**src/common/motion_pkg.sv**
```systemverilog
package motion_pkg;

  localparam int word_w    = 64;
  localparam int buf_depth = 4;
  localparam int buf_ptr_w = 2;

  // Command header codes, top byte of the first word
  localparam logic [7:0] cmd_coordinated_step = 8'h01;
  localparam logic [7:0] cmd_motor_enable     = 8'h0a;
  localparam logic [7:0] cmd_motorconfig      = 8'h10;
  localparam logic [7:0] cmd_clk_divisor      = 8'h14;
  localparam logic [7:0] cmd_api_version      = 8'hfe;

  localparam logic [7:0] version_major = 8'd0;
  localparam logic [7:0] version_minor = 8'd2;
  localparam logic [7:0] version_patch = 8'd1;

  // Just under 2^63 so one step eats almost a full accumulator
  localparam logic signed [word_w-1:0] step_threshold = 64'h7fff_ffff_ffff_ff9b;

  localparam logic [7:0] reset_clock_divisor = 8'd40;
  localparam logic [2:0] reset_microsteps    = 3'd2;
  localparam logic [7:0] reset_motor_current = 8'd140;

  typedef struct packed {
    logic [7:0]  cmd;
    logic [39:0] spare;
    logic [7:0]  cfg_current;
    logic [7:0]  cfg_low;      // Enable, dir, microsteps or divisor
  } spi_header_t;

  typedef union packed {
    spi_header_t       hdr;
    logic [word_w-1:0] raw;
  } spi_word_t;

  typedef struct packed {
    logic                     dir;
    logic [word_w-1:0]        duration;
    logic signed [word_w-1:0] increment;
    logic signed [word_w-1:0] incinc;
  } move_t;

endpackage
```
**src/hdl/motion_top.sv**
```systemverilog
module motion_top (
  input  logic       CLK,
  input  logic       resetn,
  input  logic       sck,
  input  logic       cs,
  input  logic       copi,
  output logic       cipo,
  input  logic       enc_a,
  input  logic       enc_b,
  input  logic       halt_n,
  output logic       step,
  output logic       dir,
  output logic       enable,
  output logic [2:0] microsteps,
  output logic [7:0] motor_current,
  output logic       buffer_ready,
  output logic       move_done,
  output logic       encoder_fault
);
  import motion_pkg::*;

  logic word_received;
  spi_word_t word_data;
  logic [word_w-1:0] reply_word;
  logic signed [word_w-1:0] enc_count;
  logic move_push;
  logic move_pop;
  logic move_avail;
  move_t move_in;
  move_t move_head;
  logic [7:0] clock_divisor;

  spi_word spi_word_i (.CLK, .resetn, .sck, .cs, .copi, .cipo, .reply_word,
                       .word_received, .word_data);

  command_regs command_regs_i (.CLK, .resetn, .word_received, .word_data, .enc_count,
                               .reply_word, .move_push, .move_in, .enable,
                               .clock_divisor, .microsteps, .motor_current);

  quad_enc quad_enc_i (.CLK, .resetn, .enc_a, .enc_b, .count(enc_count),
                       .fault(encoder_fault));

  move_buffer move_buffer_i (.CLK, .resetn, .halt_n, .move_push, .move_in, .move_pop,
                             .move_head, .move_avail, .buffer_ready);

  step_dda step_dda_i (.CLK, .resetn, .halt_n, .enable, .clock_divisor, .move_avail,
                       .move_head, .move_pop, .step, .dir, .move_done);

endmodule

```
**src/move/step_dda.sv**
```systemverilog
module step_dda (
  input  logic              CLK,
  input  logic              resetn,
  input  logic              halt_n,
  input  logic              enable,
  input  logic [7:0]        clock_divisor,
  input  logic              move_avail,
  input  motion_pkg::move_t move_head,
  output logic              move_pop,
  output logic              step,
  output logic              dir,
  output logic              move_done
);
  import motion_pkg::*;

  logic running;
  logic tick;
  logic [7:0] tick_cnt;
  logic [word_w-1:0] ticks_left;
  logic signed [word_w-1:0] incr;
  logic signed [word_w-1:0] incinc;
  logic signed [word_w-1:0] accum;
  logic signed [word_w-1:0] accum_next;

  assign move_pop = !running && move_avail && enable && halt_n;  // Load from idle
  assign tick     = running && halt_n && (tick_cnt == 8'd0);
  assign step     = (accum > 0);

  // Step rollback and tick add can land in the same cycle
  always_comb begin
    accum_next = accum;
    if (step) accum_next = accum_next - step_threshold;
    if (tick) accum_next = accum_next + incr;
  end

  always_ff @(posedge CLK) begin
    if (!resetn) begin
      running   <= 1'b0;
      tick_cnt  <= '0;
      accum     <= '0;
      dir       <= 1'b0;
      move_done <= 1'b0;
    end else begin
      accum <= accum_next;  // Kept across moves and halt
      if (!halt_n) begin
        running <= 1'b0;
      end else if (move_pop) begin
        running  <= 1'b1;
        tick_cnt <= clock_divisor;
        dir      <= move_head.dir;
      end else if (tick) begin
        tick_cnt <= clock_divisor;
        if (ticks_left == '0) begin
          running   <= 1'b0;
          move_done <= ~move_done;
        end
      end else if (running) begin
        tick_cnt <= tick_cnt - 8'd1;
      end
    end
  end

  always_ff @(posedge CLK) begin
    if (move_pop) begin
      ticks_left <= move_head.duration;
      incr       <= move_head.increment;
      incinc     <= move_head.incinc;
    end else if (tick) begin
      ticks_left <= ticks_left - 1'b1;
      incr       <= incr + incinc;  // Acceleration term
    end
  end

endmodule

```
**src/move/move_buffer.sv**
```systemverilog
module move_buffer (
  input  logic              CLK,
  input  logic              resetn,
  input  logic              halt_n,
  input  logic              move_push,
  input  motion_pkg::move_t move_in,
  input  logic              move_pop,
  output motion_pkg::move_t move_head,
  output logic              move_avail,
  output logic              buffer_ready
);
  import motion_pkg::*;

  move_t ring [buf_depth];
  logic [buf_ptr_w:0] wr_ptr;  // Extra MSB is the wrap bit
  logic [buf_ptr_w:0] rd_ptr;
  logic full;
  logic empty;

  assign empty = (wr_ptr == rd_ptr);
  assign full  = (wr_ptr[buf_ptr_w] != rd_ptr[buf_ptr_w]) &&
                 (wr_ptr[buf_ptr_w-1:0] == rd_ptr[buf_ptr_w-1:0]);

  assign move_head    = ring[rd_ptr[buf_ptr_w-1:0]];
  assign move_avail   = !empty;
  assign buffer_ready = !full;

  always_ff @(posedge CLK) begin
    if (move_push && !full) ring[wr_ptr[buf_ptr_w-1:0]] <= move_in;
  end

  always_ff @(posedge CLK) begin
    if (!resetn) begin
      wr_ptr <= '0;
      rd_ptr <= '0;
    end else begin
      if (move_push && !full) wr_ptr <= wr_ptr + 1'b1;  // Full drops the push
      if (!halt_n) rd_ptr <= wr_ptr;  // Flush
      else if (move_pop && !empty) rd_ptr <= rd_ptr + 1'b1;
    end
  end

endmodule

```
**src/hdl/quad_enc.sv**
```systemverilog
module quad_enc (
  input  logic                                CLK,
  input  logic                                resetn,
  input  logic                                enc_a,
  input  logic                                enc_b,
  output logic signed [motion_pkg::word_w-1:0] count,
  output logic                                fault
);

  // Two synchronizer stages plus one history stage
  logic [2:0] a_sync;
  logic [2:0] b_sync;
  logic a_chg;
  logic b_chg;
  logic up;

  assign a_chg = a_sync[2] ^ a_sync[1];
  assign b_chg = b_sync[2] ^ b_sync[1];
  assign up    = ~(a_sync[2] ^ b_sync[1]);  // A leading B

  always_ff @(posedge CLK) begin
    if (!resetn) begin
      a_sync <= '0;
      b_sync <= '0;
      count  <= '0;
      fault  <= 1'b0;
    end else begin
      a_sync <= {a_sync[1:0], enc_a};
      b_sync <= {b_sync[1:0], enc_b};
      if (a_chg && b_chg) begin
        fault <= 1'b1;  // Missed a state, sticky
      end else if (a_chg || b_chg) begin
        if (up) count <= count + 1'b1;
        else count <= count - 1'b1;
      end
    end
  end

endmodule

```
**src/hdl/command_regs.sv**
```systemverilog
module command_regs (
  input  logic                                CLK,
  input  logic                                resetn,
  input  logic                                word_received,
  input  motion_pkg::spi_word_t               word_data,
  input  logic signed [motion_pkg::word_w-1:0] enc_count,
  output logic [motion_pkg::word_w-1:0]        reply_word,
  output logic                                move_push,
  output motion_pkg::move_t                   move_in,
  output logic                                enable,
  output logic [7:0]                          clock_divisor,
  output logic [2:0]                          microsteps,
  output logic [7:0]                          motor_current
);
  import motion_pkg::*;

  logic [7:0] header_q;   // Header of the message in progress
  logic [1:0] word_cnt;
  logic       awaiting;
  logic signed [word_w-1:0] enc_snap;

  assign awaiting = (header_q == cmd_coordinated_step) || (header_q == cmd_api_version);

  always_ff @(posedge CLK) begin
    if (!resetn) begin
      header_q      <= '0;
      word_cnt      <= '0;
      enable        <= 1'b0;
      clock_divisor <= reset_clock_divisor;
      microsteps    <= reset_microsteps;
      motor_current <= reset_motor_current;
      reply_word    <= '0;
      move_push     <= 1'b0;
    end else begin
      move_push <= 1'b0;
      if (word_received) begin
        reply_word <= '0;
        if (!awaiting) begin
          header_q <= word_data.hdr.cmd;
          word_cnt <= 2'd1;
          case (word_data.hdr.cmd)
            cmd_motor_enable: enable <= word_data.hdr.cfg_low[0];
            cmd_clk_divisor:  clock_divisor <= word_data.hdr.cfg_low;
            cmd_motorconfig: begin
              motor_current <= word_data.hdr.cfg_current;
              microsteps    <= word_data.hdr.cfg_low[2:0];
            end
            cmd_api_version:
              reply_word <= {{(word_w-24){1'b0}}, version_major, version_minor, version_patch};
            default: ;
          endcase
        end else begin
          word_cnt <= word_cnt + 2'd1;
          if (header_q == cmd_api_version) begin
            header_q <= '0;  // Trailing word just closes the message
          end else begin
            case (word_cnt)
              2'd2: reply_word <= enc_snap;
              2'd3: begin
                move_push <= 1'b1;
                header_q  <= '0;
              end
              default: ;
            endcase
          end
        end
      end
    end
  end

  // Move record fields, filled word by word
  always_ff @(posedge CLK) begin
    if (word_received) begin
      if (!awaiting) begin
        if (word_data.hdr.cmd == cmd_coordinated_step) begin
          move_in.dir <= word_data.hdr.cfg_low[0];
          enc_snap    <= enc_count;
        end
      end else if (header_q == cmd_coordinated_step) begin
        case (word_cnt)
          2'd1: move_in.duration  <= word_data.raw;
          2'd2: move_in.increment <= word_data.raw;
          2'd3: move_in.incinc    <= word_data.raw;
          default: ;
        endcase
      end
    end
  end

endmodule

```
**src/hdl/spi_word.sv**
```systemverilog
module spi_word (
  input  logic                         CLK,
  input  logic                         resetn,
  input  logic                         sck,
  input  logic                         cs,
  input  logic                         copi,
  output logic                         cipo,
  input  logic [motion_pkg::word_w-1:0] reply_word,
  output logic                         word_received,
  output motion_pkg::spi_word_t        word_data
);
  import motion_pkg::*;

  logic [1:0] sck_sync;
  logic       sck_prev;
  logic [1:0] cs_sync;
  logic       cs_prev;
  logic [1:0] copi_sync;
  logic [$clog2(word_w)-1:0] bit_cnt;
  logic [word_w-1:0] shift_in;
  logic [word_w-1:0] reply_sr;
  logic sck_rise;
  logic sck_fall;
  logic cs_fall;

  assign sck_rise = sck_sync[1] & ~sck_prev;
  assign sck_fall = ~sck_sync[1] & sck_prev;
  assign cs_fall  = ~cs_sync[1] & cs_prev;
  assign cipo     = reply_sr[word_w-1];  // MSB first

  always_ff @(posedge CLK) begin
    if (!resetn) begin
      sck_sync  <= 2'b00;
      sck_prev  <= 1'b0;
      cs_sync   <= 2'b11;  // Deselected
      cs_prev   <= 1'b1;
      copi_sync <= 2'b00;
    end else begin
      sck_sync  <= {sck_sync[0], sck};
      sck_prev  <= sck_sync[1];
      cs_sync   <= {cs_sync[0], cs};
      cs_prev   <= cs_sync[1];
      copi_sync <= {copi_sync[0], copi};
    end
  end

  always_ff @(posedge CLK) begin
    if (!resetn) begin
      bit_cnt       <= '0;
      word_received <= 1'b0;
    end else begin
      word_received <= 1'b0;
      if (cs_sync[1]) begin
        bit_cnt <= '0;
      end else if (sck_rise) begin
        bit_cnt <= bit_cnt + 1'b1;  // Wraps to 0 after the last bit
        if (&bit_cnt) word_received <= 1'b1;
      end
    end
  end

  always_ff @(posedge CLK) begin
    if (sck_rise && !cs_sync[1]) begin
      shift_in <= {shift_in[word_w-2:0], copi_sync[1]};
      if (&bit_cnt) word_data.raw <= {shift_in[word_w-2:0], copi_sync[1]};
    end
  end

  // Falling edge after a full word loads the next reply instead of shifting
  always_ff @(posedge CLK) begin
    if (cs_fall) begin
      reply_sr <= reply_word;
    end else if (sck_fall && !cs_sync[1]) begin
      if (bit_cnt == '0) reply_sr <= reply_word;
      else reply_sr <= {reply_sr[word_w-2:0], 1'b0};
    end
  end

endmodule

```
**config.mk**
```make
export PLATFORM = sky130hd
export DESIGN_NAME = motion_top
export DESIGN_NICKNAME = d
export VERILOG_FILES = /design/src/common/motion_pkg.sv /design/src/hdl/motion_top.sv /design/src/move/step_dda.sv /design/src/move/move_buffer.sv /design/src/hdl/quad_enc.sv /design/src/hdl/command_regs.sv /design/src/hdl/spi_word.sv
export SDC_FILE = /design/constraint.sdc
export NUM_CORES = 2
export LEC_CHECK = 0
export ABC_AREA = 1
export CAP_MARGIN = 10
export CELL_PAD_IN_SITES_DETAIL_PLACEMENT = 1
export CELL_PAD_IN_SITES_GLOBAL_PLACEMENT = 1
export CORE_MARGIN = 2
export CORE_UTILIZATION = 54
export DETAILED_ROUTE_END_ITERATION = 8
export DONT_BUFFER_PORTS = 1
export PLACE_DENSITY_LB_ADDON = 0.25
export SYNTH_ARGS = -nofsm -noshare
export SYNTH_HDL_FRONTEND = slang
export SYNTH_HIERARCHICAL = 1
export SYNTH_SLANG_ARGS = --single-unit
```
**constraint.sdc**
```tcl
create_clock -name CLK -period 25.3 [get_ports CLK]
set_input_delay 0 -clock CLK [delete_from_list [all_inputs] [get_ports CLK]]
set_output_delay 0 -clock CLK [all_outputs]
set_load 0.02 [all_outputs]
```
==> impl_metrics.json <==
{
  "status": "finished clean",
  "cpPeakStageDelay_ns": 0.55,
  "port_buffers": 0,
  "initial_core_util": 0.542,
  "arrival_ns": 6.83,
  "die_w_um": 394,
  "yosys-mux-area-fraction": 0.000137,
  "met3_usage": 0.0836,
  "die-area_um2": 155000,
  "ys_top_cells_by_area": "edfxtp_1, nand2_1, dfxtp_1",
  "route.detailed.drc": 0,
  "cts_root_buf": "clkbuf_16",
  "vias": 69400,
  "drive_gt1_frac": 0.0604,
  "io_pins": 26,
  "synth_compound_area_frac": 0.0872,
  "period_share": 0.244,
  "yosysTopAreaCellShare": 0.516,
  "synthCells": 8941,
  "skew_ns": 0.107,
  "first_pass_iters": 6,
  "synth.cell_area_um2": 82100,
  "max_freq_mhz": 162,
  "crit_chain": "inv_1, ha_1, nand3_1, nor2_1, nand2_1, nor2_1, nand2_1, nand2_4, clkinv_2, buf_4, o21ai_0, inv_1, ha_1, nand2_1, nor2_1, inv_1, nor2_1, inv_1, nor2_1, nand4_1, nand3_1, nand2_1, a21oi_1, nor2_1",
  "grt_busiest_layer": "met2",
  "grtUsageMet1": 0.475,
  "cts_setup_buffers": 0,
  "setup_viol": 0,
  "cts_buffer_depth": 3,
  "htree_num_levels": 4,
  "ys_types": 61,
  "synth_flop_cell": "edfxtp_1",
  "dp_hpwl_um": 213000,
  "critPathKind": "register to register",
  "die_height_um": 394,
  "final_nets": 9145,
  "worst_pin_slew_ns": 1.20,
  "largest_reg_flops": 772,
  "synth_xor_xnor_area_share": 0.0161,
  "crit_family": "simple AND/OR/NAND/NOR gates",
  "numCtsBuffers": 171,
  "synth_area_per_cell_um2": 9.19,
  "cts.sinks": 1676,
  "stdcell_count": 11100,
  "synth_async_sr_flop_share": 0,
  "whs_ns": 0.157,
  "cp_slowest_cell": "buf_4",
  "crit_path_end_kind": "register",
  "leakage_nw": 34.0,
  "grt_util_met2": 0.704,
  "drtIter0Drc": 8181,
  "rsz0062_at_grt": "no",
  "tns_ns": 0,
  "clkLatencyLatePin_ns": 0.88,
  "final_core_util": 0.590,
  "globalplace.congestion": 0.980,
  "synth-simple-area-share": 0.214,
  "crit_fanout": 73,
  "clk_pin_slew_ns": 0.06,
  "ys_seq_area_frac": 0.581,
  "yosys_warnings": 6,
  "rows": 143,
  "slew-limit-headroom": 0.202,
  "avgViaCountPerCell": 6.26,
  "final.min_clock_period_ns": 6.18,
  "required_ns": 25.95,
  "drv_cap": 0,
  "overflow": 0,
  "critPathBufInv": 6,
  "grt_usage": 0.416,
  "ys_seq_elements": 1676,
  "syn_to_final_growth_pct": 8.85,
  "synth_top_family_by_area": "simple AND/OR/NAND/NOR gates",
  "grt_pass1_vias": 73000,
  "grt_max_degree": 195,
  "grt_pass1_wl_um": 478000,
  "syn-num-nets": 9164,
  "cts_tree": "yes",
  "core_area_um2": 152000,
  "dp_cells": 10800,
  "cts_resized": 0,
  "wl_per_cell_um": 29.5,
  "peakVddDrop_v": 0.0000773,
  "synth_edf_count": 1412,
  "p_per_area_nw_per_um2": 67.8,
  "yosysTopAreaCell": "edfxtp_1",
  "cp-start-kind": "register",
  "hold_buffers": 16,
  "min_path_type": "input pin to register",
  "drtAntennaViolNets": 0,
  "antenna_found_initial": 10,
  "final_max_slew_viol_count": 0,
  "crit_top_cell": "nor2_1",
  "rrSetupSlack_ns": 19.12,
  "synthAdderAreaFrac": 0.0330,
  "final_hold_viol_count": 0,
  "routed_wl_um": 328000
}
-- final cells by class --
type / instances / area (um2)
diodes: 4 / 10.0
clock buffers: 210 / 4540
clock inverters: 98 / 1010
fillers: 17100 / 62200
inverters: 1061 / 4000
multi-input cells: 5934 / 28900
flip-flops and latches: 1676 / 47700
well taps: 2030 / 2540
repair buffers: 78 / 681
-- report_power, final --
part           internal [mW]  total (mW)  switching (mW)
Combinational          0.120       0.427           0.307
Sequential              2.98        3.01          0.0328
Clock                   1.38        2.62            1.24
-- final timing paths --
kind	from	end	cells after the start
worst max-delay path	step_dda_i/accum[0]$_SDFF_PN0_	step_dda_i/accum[37]$_SDFF_PN0_	24
worst min-delay path	halt_n	step_dda_i/running$_SDFFE_PN0P_	3
worst max register to register	step_dda_i/accum[0]$_SDFF_PN0_	step_dda_i/accum[37]$_SDFF_PN0_	24
worst min register to register	spi_word_i/cs_sync[0]$_SDFF_PN1_	spi_word_i/cs_sync[1]$_SDFF_PN1_	1
-- cell families after synthesis --
group | count (synthesis)
DFF | 1676
and+or+nand+nor | 4243
buffers and inverters | 1331
AOI/OAI and AO/OA | 1324
adders and majority gates | 215
xor gates and xnor gates | 151
muxes | 1
-- cell usage after synthesis (51+ instances only) --
master	instances
nand2_1	2214
edfxtp_1	1412
nor2_1	1243
inv_1	1027
o21ai_0	577
nand3_1	390
a21oi_1	365
dfxtp_1	264
ha_1	212
o22ai_1	194
clkbuf_1	131
xor2_1	117
nand4_1	96
nor3_1	79
o21ai_1	74
buf_2	51
-- layer usage --
layer | routed length (um) | part of all wire | vias up
met2 | 158000 | 0.48 | 4335
met5 | 49 | 0.00015 | -
met1 | 115000 | 0.35 | 33900
met4 | 26800 | 0.082 | 6
met3 | 28600 | 0.087 | 1384
li1 | - | - | 29800
-- cells in the final DEF (no fill, tap or decap), types with 30 or more instances in the layout --
cell type and count:
clkbuf_1 30, nor2_1 1234, nor2_2 30, o22ai_1 194
xnor2_1 34, nor3_1 79, nand3_2 39, clkinv_2 36
or2_2 35, nand2_2 40, nand4_1 96, nand3_1 390
o21ai_1 74, edfxtp_1 1412, ha_1 211, buf_4 59
nand2_1 2213, inv_2 31, dfxtp_1 262, xor2_1 117
o21ai_0 577, o21bai_1 36, clkbuf_16 173, inv_1 1022
a21oi_1 365
-- per-stage QoR --
step / area, um2 / power (mW) / worst slack (ns)
3_3_place_gp: 83600 / 3.45 / 19.43
2_1_floorplan: 82100 / 3.35 / 15.55
6_report: 89400 / 6.06 / 19.12
4_1_cts: 89400 / 6.01 / 19.25
3_5_place_dp: 83600 / 3.47 / 19.35
5_1_grt: 89400 / 6.19 / 18.75
-- tightest hold or removal path, delay by kind of cell --
kind / cells / cell delay [ns]
buffers and inverters: 1 / 0.76
AND/OR/NAND/NOR: 1 / 0.17
AO/OA/AOI/OAI: 1 / 0.05
Power figures use the tool's default switching activity.
